[config.mk]
export PLATFORM = sky130hd
export DESIGN_NAME = vlsu_top
export DESIGN_NICKNAME = d
export VERILOG_FILES = /design/src/rtl/vlsu_pkg.sv /design/src/rtl/vlsu_dispatch.sv /design/src/rtl/vlsu_lane.sv /design/src/rtl/vlsu_complete.sv /design/src/rtl/vlsu_top.sv
export SDC_FILE = /design/constraint.sdc
export NUM_CORES = 2
export LEC_CHECK = 0
export ABC_AREA = 0
export BUFFER_PORTS_ARGS = -buffer_cell sky130_fd_sc_hd__clkbuf_2
export CAP_MARGIN = 20
export CORE_ASPECT_RATIO = 0.9
export CORE_MARGIN = 1.5
export CORE_UTILIZATION = 64
export DETAILED_ROUTE_END_ITERATION = 12
export GPL_ROUTABILITY_DRIVEN = 0
export PLACE_DENSITY = 0.88
export SLEW_MARGIN = 20
export SYNTH_ARGS = -nofsm -noshare
export SYNTH_HDL_FRONTEND = slang
export SYNTH_SLANG_ARGS = --single-unit
export TNS_END_PERCENT = 5
[constraint.sdc]
create_clock -name clk_i -period 12.45 [get_ports clk_i]
set_input_delay 0 -clock clk_i [delete_from_list [all_inputs] [get_ports clk_i]]
set_output_delay 0 -clock clk_i [all_outputs]
set_load 0.05 [all_outputs]
[src/rtl/vlsu_pkg.sv]
// Shared LSU types for two lanes of 32-bit banks; bases must be element aligned, vl*width <= 64 B
package vlsu_pkg;

  ////////////////////
  // Sizes
  ////////////////////

  // Lanes, memory ports and register file banks come in equal numbers
  localparam int unsigned NR_PORTS   = 2;
  localparam int unsigned WORD_BYTES = 4;
  // Bank words per vector register in each bank
  localparam int unsigned VREG_WORDS = 8;
  localparam int unsigned NR_VREGS   = 32;
  // Loads a single lane may have outstanding at the memory
  localparam int unsigned LOAD_DEPTH = 4;
  localparam int unsigned MEM_AW     = 32;

  typedef logic [8*WORD_BYTES-1:0] word_t;
  typedef logic [WORD_BYTES-1:0]   strb_t;
  // Element count, 0 up to 64
  typedef logic [6:0]              vl_t;
  // Register number times VREG_WORDS plus the word index
  typedef logic [7:0]              vrf_addr_t;

  ////////////////////
  // Encodings
  ////////////////////

  typedef enum logic [1:0] {
    OP_VLE  = 2'd0,
    OP_VLSE = 2'd1,
    OP_VSE  = 2'd2,
    OP_VSSE = 2'd3
  } vlsu_op_e;

  typedef enum logic [1:0] {
    EW_8  = 2'd0,
    EW_16 = 2'd1,
    EW_32 = 2'd2
  } vsew_e;

  ////////////////////
  // Transfers
  ////////////////////

  typedef struct packed {
    vlsu_op_e                      op;
    vsew_e                         vsew;
    vl_t                           vl;
    logic [MEM_AW-1:0]             base;
    // Byte distance between elements of a strided access
    logic [MEM_AW-1:0]             stride;
    logic [$clog2(NR_VREGS)-1:0]   vreg;
    logic [3:0]                    id;
  } vlsu_req_t;

  typedef struct packed {
    logic [3:0]                    id;
    logic [$clog2(NR_VREGS)-1:0]   vreg;
  } vlsu_rsp_t;

  typedef struct packed {
    logic [MEM_AW-1:0] addr;
    logic              we;
    strb_t             strb;
    word_t             wdata;
  } mem_req_t;

  typedef struct packed {
    vrf_addr_t addr;
    word_t     data;
    strb_t     be;
  } vrf_wr_t;

endpackage

[src/rtl/vlsu_dispatch.sv]
// Holds one instruction at a time; req_valid_i may only pulse while req_ready_o is high
`timescale 1ns/1ps

module vlsu_dispatch (
  input  logic                clk_i,
  input  logic                rst_n_i,
  input  logic                req_valid_i,
  input  vlsu_pkg::vlsu_req_t req_i,
  input  logic                finish_i,
  output logic                req_ready_o,
  output logic                start_o,
  output vlsu_pkg::vlsu_req_t active_o
);

  typedef enum logic {
    IDLE,
    BUSY
  } state_e;

  state_e state_q;
  logic   accept;

  // Ready only while no instruction is in flight
  assign req_ready_o = (state_q == IDLE);
  assign accept      = req_valid_i && req_ready_o;

  always_ff @(posedge clk_i or negedge rst_n_i) begin
    if (!rst_n_i) begin
      state_q  <= IDLE;
      start_o  <= 1'b0;
      active_o <= '0;
    end else begin
      // Lanes and completion see the held instruction together with start
      start_o <= accept;
      if (accept) begin
        state_q  <= BUSY;
        active_o <= req_i;
      end else if (finish_i) begin
        state_q <= IDLE;
      end
    end
  end

endmodule

[src/rtl/vlsu_lane.sv]
// One bank and port lane; element-aligned base, memory takes every request, results come in order
`timescale 1ns/1ps

module vlsu_lane (
  input  logic                clk_i,
  input  logic                rst_n_i,
  input  int unsigned         lane_idx_i,
  input  logic                start_i,
  input  vlsu_pkg::vlsu_req_t req_i,
  output logic                vrf_re_o,
  output vlsu_pkg::vrf_addr_t vrf_raddr_o,
  input  vlsu_pkg::word_t     vrf_rdata_i,
  output logic                vrf_we_o,
  output vlsu_pkg::vrf_wr_t   vrf_wr_o,
  output logic                mem_req_valid_o,
  output vlsu_pkg::mem_req_t  mem_req_o,
  input  logic                mem_res_valid_i,
  input  vlsu_pkg::word_t     mem_rdata_i,
  output logic                done_o
);

  typedef enum logic [1:0] {
    IDLE,
    RUN,
    DRAIN
  } state_e;

  // Register byte offset, wide enough for the skip past the last element
  typedef logic [7:0] rbyte_t;
  typedef logic [vlsu_pkg::MEM_AW-1:0] addr_t;
  typedef logic [$clog2(vlsu_pkg::LOAD_DEPTH)-1:0] ptr_t;
  typedef logic [$clog2(vlsu_pkg::LOAD_DEPTH):0] cnt_t;

  typedef struct packed {
    vlsu_pkg::vrf_addr_t vaddr;
    logic [1:0]          boff;
    logic [1:0]          moff;
    vlsu_pkg::vsew_e     vsew;
  } ld_entry_t;

  typedef struct packed {
    addr_t           maddr;
    logic [1:0]      boff;
    logic [1:0]      moff;
    vlsu_pkg::vsew_e vsew;
  } st_stage_t;

  function automatic vlsu_pkg::strb_t elem_mask(vlsu_pkg::vsew_e vsew);
    case (vsew)
      vlsu_pkg::EW_8:  return 4'b0001;
      vlsu_pkg::EW_16: return 4'b0011;
      default:         return 4'b1111;
    endcase
  endfunction

  // Moves byte k to byte (k + n) mod 4
  function automatic vlsu_pkg::word_t rotl_bytes(vlsu_pkg::word_t w, logic [1:0] n);
    case (n)
      2'd1:    return {w[23:0], w[31:24]};
      2'd2:    return {w[15:0], w[31:16]};
      2'd3:    return {w[7:0], w[31:8]};
      default: return w;
    endcase
  endfunction

  state_e              state_q;
  rbyte_t              byte_q, cur_byte, nxt_byte;
  logic                done_q, is_store, is_strided, walking;
  logic                elem_valid, last_elem, ld_credit, issue;
  logic [8:0]          vl_bytes;
  logic [2:0]          esize;
  vlsu_pkg::vl_t       elem_idx;
  addr_t               step, elem_addr;
  vlsu_pkg::vrf_addr_t cur_vaddr;
  ld_entry_t           ldq_q [vlsu_pkg::LOAD_DEPTH];
  ld_entry_t           head;
  ptr_t                wptr_q, rptr_q;
  cnt_t                ld_cnt_q;
  logic                ld_push, ld_pop, wr_valid_q, st_valid_q;
  vlsu_pkg::vrf_wr_t   wr_q;
  st_stage_t           st_q;

  //////////////////////
  // Element walker
  //////////////////////

  assign is_store   = (req_i.op == vlsu_pkg::OP_VSE) || (req_i.op == vlsu_pkg::OP_VSSE);
  assign is_strided = (req_i.op == vlsu_pkg::OP_VLSE) || (req_i.op == vlsu_pkg::OP_VSSE);
  assign esize      = 3'd1 << req_i.vsew;
  assign vl_bytes   = 9'(req_i.vl) << req_i.vsew;

  // The first element is issued in the start cycle itself
  assign cur_byte   = (state_q == IDLE) ? rbyte_t'(lane_idx_i * vlsu_pkg::WORD_BYTES) : byte_q;
  assign walking    = (state_q == IDLE) ? start_i : (state_q == RUN);
  assign elem_valid = {1'b0, cur_byte} < vl_bytes;
  assign ld_credit  = ld_cnt_q < cnt_t'(vlsu_pkg::LOAD_DEPTH);
  assign issue      = walking && elem_valid && (is_store || ld_credit);

  // Step inside the word, then jump over the words of the other lanes
  always_comb begin
    nxt_byte = cur_byte + rbyte_t'(esize);
    if (nxt_byte[1:0] == 2'b00) begin
      nxt_byte = nxt_byte + rbyte_t'((vlsu_pkg::NR_PORTS - 1) * vlsu_pkg::WORD_BYTES);
    end
  end

  assign last_elem = {1'b0, nxt_byte} >= vl_bytes;
  assign elem_idx  = vlsu_pkg::vl_t'(cur_byte >> req_i.vsew);
  assign step      = is_strided ? req_i.stride : addr_t'(esize);
  assign elem_addr = req_i.base + addr_t'(elem_idx) * step;
  assign cur_vaddr = vlsu_pkg::vrf_addr_t'(req_i.vreg) *
                     vlsu_pkg::vrf_addr_t'(vlsu_pkg::VREG_WORDS) +
                     vlsu_pkg::vrf_addr_t'(cur_byte / (vlsu_pkg::WORD_BYTES * vlsu_pkg::NR_PORTS));

  always_ff @(posedge clk_i or negedge rst_n_i) begin
    if (!rst_n_i) begin
      state_q <= IDLE;
      byte_q  <= '0;
      done_q  <= 1'b0;
    end else begin
      done_q <= 1'b0;
      case (state_q)
        IDLE, RUN: begin
          if (issue) begin
            byte_q  <= nxt_byte;
            state_q <= last_elem ? DRAIN : RUN;
          end
        end
        DRAIN: begin
          // A store ends after its last request, a load with its last write
          if (is_store ? st_valid_q : (ld_pop && ld_cnt_q == cnt_t'(1))) begin
            state_q <= IDLE;
            done_q  <= 1'b1;
          end
        end
        default: state_q <= IDLE;
      endcase
    end
  end

  // A lane without elements reports right away
  assign done_o = done_q || ((state_q == IDLE) && start_i && !elem_valid);

  //////////////////////
  // Load queue
  //////////////////////

  assign ld_push = issue && !is_store;
  assign ld_pop  = mem_res_valid_i;
  assign head    = ldq_q[rptr_q];

  always_ff @(posedge clk_i or negedge rst_n_i) begin
    if (!rst_n_i) begin
      wptr_q     <= '0;
      rptr_q     <= '0;
      ld_cnt_q   <= '0;
      wr_valid_q <= 1'b0;
    end else begin
      if (ld_push) begin
        wptr_q <= wptr_q + 1'b1;
      end
      if (ld_pop) begin
        rptr_q <= rptr_q + 1'b1;
      end
      ld_cnt_q   <= ld_cnt_q + cnt_t'(ld_push) - cnt_t'(ld_pop);
      wr_valid_q <= ld_pop;
    end
  end

  always_ff @(posedge clk_i) begin
    if (ld_push) begin
      ldq_q[wptr_q].vaddr <= cur_vaddr;
      ldq_q[wptr_q].boff  <= cur_byte[1:0];
      ldq_q[wptr_q].moff  <= elem_addr[1:0];
      ldq_q[wptr_q].vsew  <= req_i.vsew;
    end
    // Result bytes go from the memory byte lane to the register byte lane
    if (ld_pop) begin
      wr_q.addr <= head.vaddr;
      wr_q.data <= rotl_bytes(mem_rdata_i, head.boff - head.moff);
      wr_q.be   <= elem_mask(head.vsew) << head.boff;
    end
  end

  //////////////////////
  // Store stage
  //////////////////////

  always_ff @(posedge clk_i or negedge rst_n_i) begin
    if (!rst_n_i) begin
      st_valid_q <= 1'b0;
    end else begin
      st_valid_q <= issue && is_store;
    end
  end

  always_ff @(posedge clk_i) begin
    if (issue && is_store) begin
      st_q.maddr <= {elem_addr[vlsu_pkg::MEM_AW-1:2], 2'b00};
      st_q.boff  <= cur_byte[1:0];
      st_q.moff  <= elem_addr[1:0];
      st_q.vsew  <= req_i.vsew;
    end
  end

  //////////////////////
  // Outputs
  //////////////////////

  assign vrf_re_o        = issue && is_store;
  assign vrf_raddr_o     = cur_vaddr;
  assign vrf_we_o        = wr_valid_q;
  assign vrf_wr_o        = wr_q;
  assign mem_req_valid_o = st_valid_q || ld_push;

  always_comb begin
    if (is_store) begin
      mem_req_o.addr  = st_q.maddr;
      mem_req_o.we    = 1'b1;
      mem_req_o.strb  = elem_mask(st_q.vsew) << st_q.moff;
      mem_req_o.wdata = rotl_bytes(vrf_rdata_i, st_q.moff - st_q.boff);
    end else begin
      mem_req_o.addr  = {elem_addr[vlsu_pkg::MEM_AW-1:2], 2'b00};
      mem_req_o.we    = 1'b0;
      mem_req_o.strb  = elem_mask(req_i.vsew) << elem_addr[1:0];
      mem_req_o.wdata = '0;
    end
  end

endmodule

[src/rtl/vlsu_complete.sv]
// One response per instruction; every lane must report done exactly once after each start
`timescale 1ns/1ps

module vlsu_complete (
  input  logic                          clk_i,
  input  logic                          rst_n_i,
  input  logic                          start_i,
  input  logic [vlsu_pkg::NR_PORTS-1:0] done_i,
  input  vlsu_pkg::vlsu_req_t           req_i,
  output logic                          finish_o,
  output logic                          rsp_valid_o,
  output vlsu_pkg::vlsu_rsp_t           rsp_o
);

  logic [vlsu_pkg::NR_PORTS-1:0] pending_q, pending_d;
  logic                          fire;

  // Empty lanes report in the start cycle, so they never become pending
  assign pending_d = start_i ? ~done_i : (pending_q & ~done_i);
  assign fire      = (start_i || (|pending_q)) && (pending_d == '0);

  always_ff @(posedge clk_i or negedge rst_n_i) begin
    if (!rst_n_i) begin
      pending_q   <= '0;
      rsp_valid_o <= 1'b0;
    end else begin
      pending_q   <= pending_d;
      rsp_valid_o <= fire;
    end
  end

  always_ff @(posedge clk_i) begin
    if (fire) begin
      rsp_o.id   <= req_i.id;
      rsp_o.vreg <= req_i.vreg;
    end
  end

  // Dispatch frees up together with the response
  assign finish_o = rsp_valid_o;

endmodule

[src/rtl/vlsu_top.sv]
// Vector load/store unit; single-cycle strobes without back-pressure on every outside port
`timescale 1ns/1ps

module vlsu_top (
  input  logic                                              clk_i,
  input  logic                                              rst_n_i,
  // Instruction in
  input  logic                                              req_valid_i,
  input  vlsu_pkg::vlsu_req_t                               req_i,
  output logic                                              req_ready_o,
  // Memory ports
  output logic                [vlsu_pkg::NR_PORTS-1:0]      mem_req_valid_o,
  output vlsu_pkg::mem_req_t  [vlsu_pkg::NR_PORTS-1:0]      mem_req_o,
  input  logic                [vlsu_pkg::NR_PORTS-1:0]      mem_res_valid_i,
  input  vlsu_pkg::word_t     [vlsu_pkg::NR_PORTS-1:0]      mem_rdata_i,
  // Register file banks
  output logic                [vlsu_pkg::NR_PORTS-1:0]      vrf_re_o,
  output vlsu_pkg::vrf_addr_t [vlsu_pkg::NR_PORTS-1:0]      vrf_raddr_o,
  input  vlsu_pkg::word_t     [vlsu_pkg::NR_PORTS-1:0]      vrf_rdata_i,
  output logic                [vlsu_pkg::NR_PORTS-1:0]      vrf_we_o,
  output vlsu_pkg::vrf_wr_t   [vlsu_pkg::NR_PORTS-1:0]      vrf_wr_o,
  // Response
  output logic                                              rsp_valid_o,
  output vlsu_pkg::vlsu_rsp_t                               rsp_o
);

  logic                          start;
  logic                          finish;
  logic [vlsu_pkg::NR_PORTS-1:0] done;
  vlsu_pkg::vlsu_req_t           active;

  vlsu_dispatch u_dispatch (
    .clk_i      (clk_i),
    .rst_n_i    (rst_n_i),
    .req_valid_i(req_valid_i),
    .req_i      (req_i),
    .finish_i   (finish),
    .req_ready_o(req_ready_o),
    .start_o    (start),
    .active_o   (active)
  );

  // Lane i owns bank i and memory port i
  for (genvar i = 0; i < vlsu_pkg::NR_PORTS; i++) begin : gen_lane
    vlsu_lane u_lane (
      .clk_i          (clk_i),
      .rst_n_i        (rst_n_i),
      .lane_idx_i     (i),
      .start_i        (start),
      .req_i          (active),
      .vrf_re_o       (vrf_re_o[i]),
      .vrf_raddr_o    (vrf_raddr_o[i]),
      .vrf_rdata_i    (vrf_rdata_i[i]),
      .vrf_we_o       (vrf_we_o[i]),
      .vrf_wr_o       (vrf_wr_o[i]),
      .mem_req_valid_o(mem_req_valid_o[i]),
      .mem_req_o      (mem_req_o[i]),
      .mem_res_valid_i(mem_res_valid_i[i]),
      .mem_rdata_i    (mem_rdata_i[i]),
      .done_o         (done[i])
    );
  end

  vlsu_complete u_complete (
    .clk_i      (clk_i),
    .rst_n_i    (rst_n_i),
    .start_i    (start),
    .done_i     (done),
    .req_i      (active),
    .finish_o   (finish),
    .rsp_valid_o(rsp_valid_o),
    .rsp_o      (rsp_o)
  );

endmodule

---- Yosys cells after proc, flatten, opt, wreduce, memory -nomap -nowiden ----
Memories as Yosys holds them, arrays and structs flattened.
Index checks and enable logic that the tools add are counted.
storage, ports and cells
  bits in registers ....................... 298
  bits of input ports ..................... 217
  RAM bits ................................ 112
  memories kept ........................... 2
  logic and storage cells ................. 206
memory list
  name                      depth  bits a word  read ports  clocked after Yosys merged registers in  wr ports  RTL line         source
  gen_lane[0].u_lane.ldq_q  4      14           1           0                                        1         vlsu_lane.sv:75  ld_entry_t ldq_q [vlsu_pkg::LOAD_DEPTH];
  gen_lane[1].u_lane.ldq_q  4      14           1           0                                        1         vlsu_lane.sv:75
cells by class
  $lt $le $gt $ge ......................... 6
  reduce and logical (&&, ||, !) cells .... 46
  multiplexer cells ....................... 44
  eq/ne operators ......................... 30
  $add $sub $neg .......................... 20
  bitwise logic cells ..................... 3
  shift operators ......................... 10
  multiply operators ...................... 2
operator list
  cell                 number
  $pmux 32 s3          4
  $mux 69              2
  $add 32x32->32       2
  $mul 7x32->32        2
  $pmux 4 s2           5
  $mux 32              1
  $mux 8               4
  $eq 2x1->1 const B   12
  $eq 2x2->1 const B   12
  $shl 4x2->4          6
  $logic_not 2->1      10
  $mux 4               5
  $ge 8x9->1           2
  $lt 8x9->1           2
  $add 8x3->8          2
  $add 8x3->8 const B  2
  $add 8x5->8          2
  $logic_and 1x1->1    16
  $shr 8x2->7          2
  $mux 1               14
  $mux 2               7
  $logic_or 1x1->1     9
  $shl 7x2->9          1
  $add 2x1->2 const B  4
  15 further kinds     33

---- Depth between registers and ports, before layout ----
  word-level depth ........................ 11
  depth in mapped cells ................... 26
  gate-level depth less buffers ........... 23

---- By module ----
Synthesis repeated with hierarchy kept, for this count alone.
unflattened totals
  cell total of the unflattened synthesis .. 3166
  area, all modules ....................... 35260.1 µm²
modules (own cells, without submodules)
  module                          cells an instance  sequential area each (µm²)  area an instance (µm²)  instances
  vlsu_lane (gen_lane[0].u_lane)  1544               4584.4                      15997.8                 1
  vlsu_lane (gen_lane[1].u_lane)  1416               4584.4                      15446.1                 1
  vlsu_dispatch                   183                2152.1                      3407.0                  1
  vlsu_complete                   21                 345.3                       401.6                   1
  vlsu_top                        2                  0.0                         7.5                     1

---- Least setup slack after synthesis ----
No wires, ideal clock.
  kind .................................... register -> output
  from .................................... reg u_dispatch.active_o[81] in the netlist's numbering
  to ...................................... out mem_req_o[130] in the netlist's numbering
  slack ................................... 5.047 ns
  data arrival time ....................... 7.403 ns
  stages on the path, launching flop included .. 25
  cells stage by stage .................... dfrtp_1 -> buf_2 -> buf_2 -> buf_2 -> buf_1 -> nand3_1 -> a21bo_2 -> clkbuf_1 -> nand2_1 -> fa_1 -> inv_1 -> fa_1 -> fa_1 -> inv_1 -> fa_1 -> inv_1 -> ha_1 -> a21o_1 -> a21o_1 -> a21oi_1 -> o21ai_0 -> a31oi_1 -> o21bai_1 -> a31o_2 -> o311ai_0
RTL lines
  item                      RTL line             source
  start: declaration        vlsu_dispatch.sv:12  output vlsu_pkg::vlsu_req_t active_o
  start signal: assignment  vlsu_dispatch.sv:37  active_o <= req_i;
  end: declaration          vlsu_top.sv:13       output vlsu_pkg::mem_req_t [vlsu_pkg::NR_PORTS-1:0] mem_req_o,

==> impl_metrics.env <==
export IMPL_outcome="finished with violations"
export IMPL_violations="negative hold slack"
export IMPL_timing_critical_path_slowest_cell_delay_ns=1.06
export IMPL_synthToLayoutAreaGrowth_pct=18.9
export IMPL_vias=27100
export IMPL_final_common_cell="sky130_fd_sc_hd__clkbuf_2"
export IMPL_post_dp_cell_area_um2=36600
export IMPL_post_cts_setup_buffer_count=0
export IMPL_clk_pin_slew_worst_paths_ns=0.08
export IMPL_crit_path_max_fanout=47
export IMPL_core_area_um2=52000
export IMPL_required_ns=12.45
export IMPL_overflow=0
export IMPL_nNetsFinal=4292
export IMPL_numPortBuffers=471
export IMPL_timing_max_cap_violations=0
export IMPL_fp_row_count=79
export IMPL_timing_critical_path_slowest_stage_cell="sky130_fd_sc_hd__dfrtp_2"
export IMPL_design_portCount=476
export IMPL_timing_final_max_slew_violations=0
export IMPL_cp_cell_sequence="and2b_1 -> a2bb2oi_1 -> or2_1 -> nor2_1 -> fa_1 -> fa_1 -> fa_1 -> inv_1 -> fa_1 -> inv_1 -> ha_1 -> a21o_1 -> a21oi_1 -> o21ai_0 -> a31oi_1 -> o21ai_1 -> a21oi_1 -> o21ai_1 -> xnor2_1 -> mux2_2 -> clkbuf_2"
export IMPL_ff_latch_area_um2=11700
export IMPL_synth_top_area_frac=0.249
export IMPL_clock_tree_root_cell="sky130_fd_sc_hd__clkbuf_16"
export IMPL_hold_class="in2async"
export IMPL_remaining_drc_errors=0
export IMPL_finalCriticalPeriod_ns=8.76
export IMPL_antenna_found_initial=8
export IMPL_setup_worst_path_class="reg2out"
export IMPL_grt_setup_unrepaired="false"
export IMPL_vias_in_the_first_global_route=27900
export IMPL_yosys_area_top_type="sky130_fd_sc_hd__edfxtp_1"
export IMPL_timing_hold_violations_final=8
export IMPL_totalNegativeSetupSlack_ns=0
export IMPL_grt_max_degree=99
export IMPL_detail_route_vias_per_cell=6.25
export IMPL_initialDrtViolationCount=2952
export IMPL_clock_tree_sinks=410
export IMPL_relSlewSlack=0.302
export IMPL_floorplan_die_area_um2=54300
export IMPL_timing_worst_slew_pin_value_ns=1.02
export IMPL_ys_top_cells_by_area="sky130_fd_sc_hd__edfxtp_1, sky130_fd_sc_hd__fa_1, sky130_fd_sc_hd__dfrtp_1"
export IMPL_ant_nets=0
export IMPL_critical_path_startpoint_category="flip-flop"
export IMPL_ys_seq_elements=410
export IMPL_synthesis_area_um2=33800
export IMPL_post_synth_cell_area_avg_um2=11.2
export IMPL_gr_usage_all_layers=0.388
export IMPL_chipWidth_um=245
export IMPL_worst_endpoint_arrival_ns=8.76
export IMPL_fill_cells=3070
export IMPL_cts_resized_gates=0
export IMPL_yosysWarnings=0
export IMPL_synth_edf_count=281
export IMPL_wirelength_um=104000
export IMPL_critPathCaptureType="primary output"
export IMPL_ys_seq_area_frac=0.345
export IMPL_hold_slack_ns=-0.0296
export IMPL_max_clock_path_buffers=3
export IMPL_dp_hpwl_um=68500
export IMPL_die_height_um=221
export IMPL_final_cell_mix="sky130_fd_sc_hd__clkbuf_2, sky130_fd_sc_hd__inv_1, sky130_fd_sc_hd__fa_1, sky130_fd_sc_hd__nand2_1, sky130_fd_sc_hd__edfxtp_1"
export IMPL_cts_tree="built"
export IMPL_clock_latency_of_the_later_clocked_register_in_the_worst_skew_pair_ns=0.63
export IMPL_max_freq_ghz=0.114
export IMPL_drt_pass1_iterations=6
export IMPL_clock_skew_ns=0.0515
export IMPL_synth_cell_type_count=91
export IMPL_layout_drive_gt1_share=0.225
export IMPL_finalInstanceArea_um2=40200
export IMPL_grt_first_pass_wirelength_um=160000
export IMPL_setup_viol=0
export IMPL_min_period_over_period=0.703
export IMPL_multi_input_comb_area_um2=20200
export IMPL_avgRoutedWirePerCell_um=24.1
export IMPL_post_synth_inst_count=3013
export IMPL_cpMostUsedCell="sky130_fd_sc_hd__fa_1"
export IMPL_cts_max_level=2
export IMPL_synth_ff_type="sky130_fd_sc_hd__edfxtp_1"
export IMPL_initial_core_util=0.651
export IMPL_async_reset_ff_frac=0.315
export IMPL_cts_buffers=43
## path summary, 6_finish.rpt
kind                                          from                               to  slack (ns)  cells past startpoint
min                                        rst_n_i           u_dispatch.active_o[5]       -0.03                      2
min reg2reg                    u_complete.finish_o               u_dispatch.state_q        0.44                      1
max in group asynchronous                  rst_n_i          u_dispatch.active_o[83]       10.92                      3
min in group clk_i                 mem_rdata_i[46]  gen_lane[1].u_lane.vrf_wr_o[26]        0.04                      3
max                        u_dispatch.active_o[80]                    mem_req_o[66]        3.69                     21
max reg2reg                u_dispatch.active_o[80]      gen_lane[0].u_lane.st_q[35]        4.57                     19
## sequential cells by signal (all words and copies together) (netlist names), 2 cells and up
| register | count |
|---|---|
| gen_lane.u_lane.byte_q | 16 |
| gen_lane.u_lane.done_q | 2 |
| gen_lane.u_lane.ld_cnt_q | 6 |
| gen_lane.u_lane.ldq_q | 112 |
| gen_lane.u_lane.rptr_q | 4 |
| gen_lane.u_lane.st_q | 72 |
| gen_lane.u_lane.st_valid_q | 2 |
| gen_lane.u_lane.state_q | 4 |
| gen_lane.u_lane.vrf_we_o | 2 |
| gen_lane.u_lane.vrf_wr_o | 88 |
| gen_lane.u_lane.wptr_q | 4 |
| u_complete.pending_q | 2 |
| u_complete.rsp_o | 9 |
| u_dispatch.active_o | 84 |
## cell families (layout without fill, tap and decap cells)
| group | Yosys count | count (layout) | synth area share |
|---|---|---|---|
| AOI/OAI and AO/OA | 293 | 293 | 0.0562 |
| buffers and inverters | 515 | 1139 | 0.0606 |
| and+or+nand+nor | 847 | 847 | 0.114 |
| adders and majority gates | 470 | 470 | 0.247 |
| muxes | 360 | 360 | 0.146 |
| DFF | 410 | 410 | 0.345 |
| xor gates and xnor gates | 117 | 117 | 0.0311 |
| other | 1 | 10 | 0.000111 |
## timing repair
| action | in CTS | in global routing |
|---|---|---|
| hold endpoints to repair | 214 | 0 |
| hold buffers | 209 | 0 |
| endpoints found under the setup margin | 0 | 0 |
## metal layers
metal / up-vias / track usage / routed length [um]
met1: 13200 / 0.472 / 35600
met5: - / 0 / 37
met2: 2012 / 0.635 / 50000
li1: 11300 / - / -
met3: 510 / 0.0992 / 12000
met4: 6 / 0.212 / 6630
## layout make-up
class | count | share of cell area
Inverter | 345 | 0.0322
Tap cell | 688 | 0.0214
Clock buffer | 63 | 0.0303
Sequential cell | 410 | 0.290
Antenna cell | 6 | 0.000373
Multi-Input combinational cell | 2091 | 0.502
Clock inverter | 17 | 0.00644
Timing Repair Buffer | 714 | 0.117
## metrics by stage
step                utilization  std cells  setup WS [ns]
floorplan                     -       3016           5.05
global placement          0.705       4039           4.58
detailed placement        0.705       4039           4.47
CTS                       0.773       4328           3.78
global route              0.774       4333           3.37
finish                    0.774       4334           3.69
## synthesized netlist by cell type, types with 8 or more instances
| library cell | instances |
|---|---|
| sky130_fd_sc_hd__a211oi_1 | 18 |
| sky130_fd_sc_hd__a21o_1 | 36 |
| sky130_fd_sc_hd__a21oi_1 | 70 |
| sky130_fd_sc_hd__and2_1 | 108 |
| sky130_fd_sc_hd__buf_1 | 23 |
| sky130_fd_sc_hd__buf_2 | 18 |
| sky130_fd_sc_hd__buf_4 | 19 |
| sky130_fd_sc_hd__clkbuf_1 | 107 |
| sky130_fd_sc_hd__dfrtp_1 | 129 |
| sky130_fd_sc_hd__edfxtp_1 | 281 |
| sky130_fd_sc_hd__fa_1 | 330 |
| sky130_fd_sc_hd__ha_1 | 140 |
| sky130_fd_sc_hd__inv_1 | 343 |
| sky130_fd_sc_hd__mux2_1 | 13 |
| sky130_fd_sc_hd__mux2_2 | 109 |
| sky130_fd_sc_hd__mux2i_1 | 141 |
| sky130_fd_sc_hd__mux4_2 | 95 |
| sky130_fd_sc_hd__nand2_1 | 312 |
| sky130_fd_sc_hd__nand2b_1 | 24 |
| sky130_fd_sc_hd__nand3_1 | 30 |
| sky130_fd_sc_hd__nor2_1 | 270 |
| sky130_fd_sc_hd__nor2b_1 | 11 |
| sky130_fd_sc_hd__nor3_1 | 22 |
| sky130_fd_sc_hd__o211ai_1 | 8 |
| sky130_fd_sc_hd__o21a_1 | 11 |
| sky130_fd_sc_hd__o21ai_0 | 56 |
| sky130_fd_sc_hd__o21ai_1 | 21 |
| sky130_fd_sc_hd__o21bai_1 | 9 |
| sky130_fd_sc_hd__or2_2 | 14 |
| sky130_fd_sc_hd__or3_1 | 12 |
| sky130_fd_sc_hd__xnor2_1 | 84 |
| sky130_fd_sc_hd__xor2_1 | 31 |
## worst max-delay path: cells and delay by family, from the launching register on
family                   cells  cell delay [ns]
AO/OA/AOI/OAI                8             2.17
XOR/XNOR                     1             0.47
adder cells (fa/ha/maj)      5             2.36
AND/OR/NAND/NOR              3             1.37
flip-flops                   1             1.06
buffers and inverters        3             0.38
multiplexers                 1             0.27
Power is left out: the tool's default activity adds up to more than one toggle a clock period on the data nets, which glitch-free logic cannot reach.
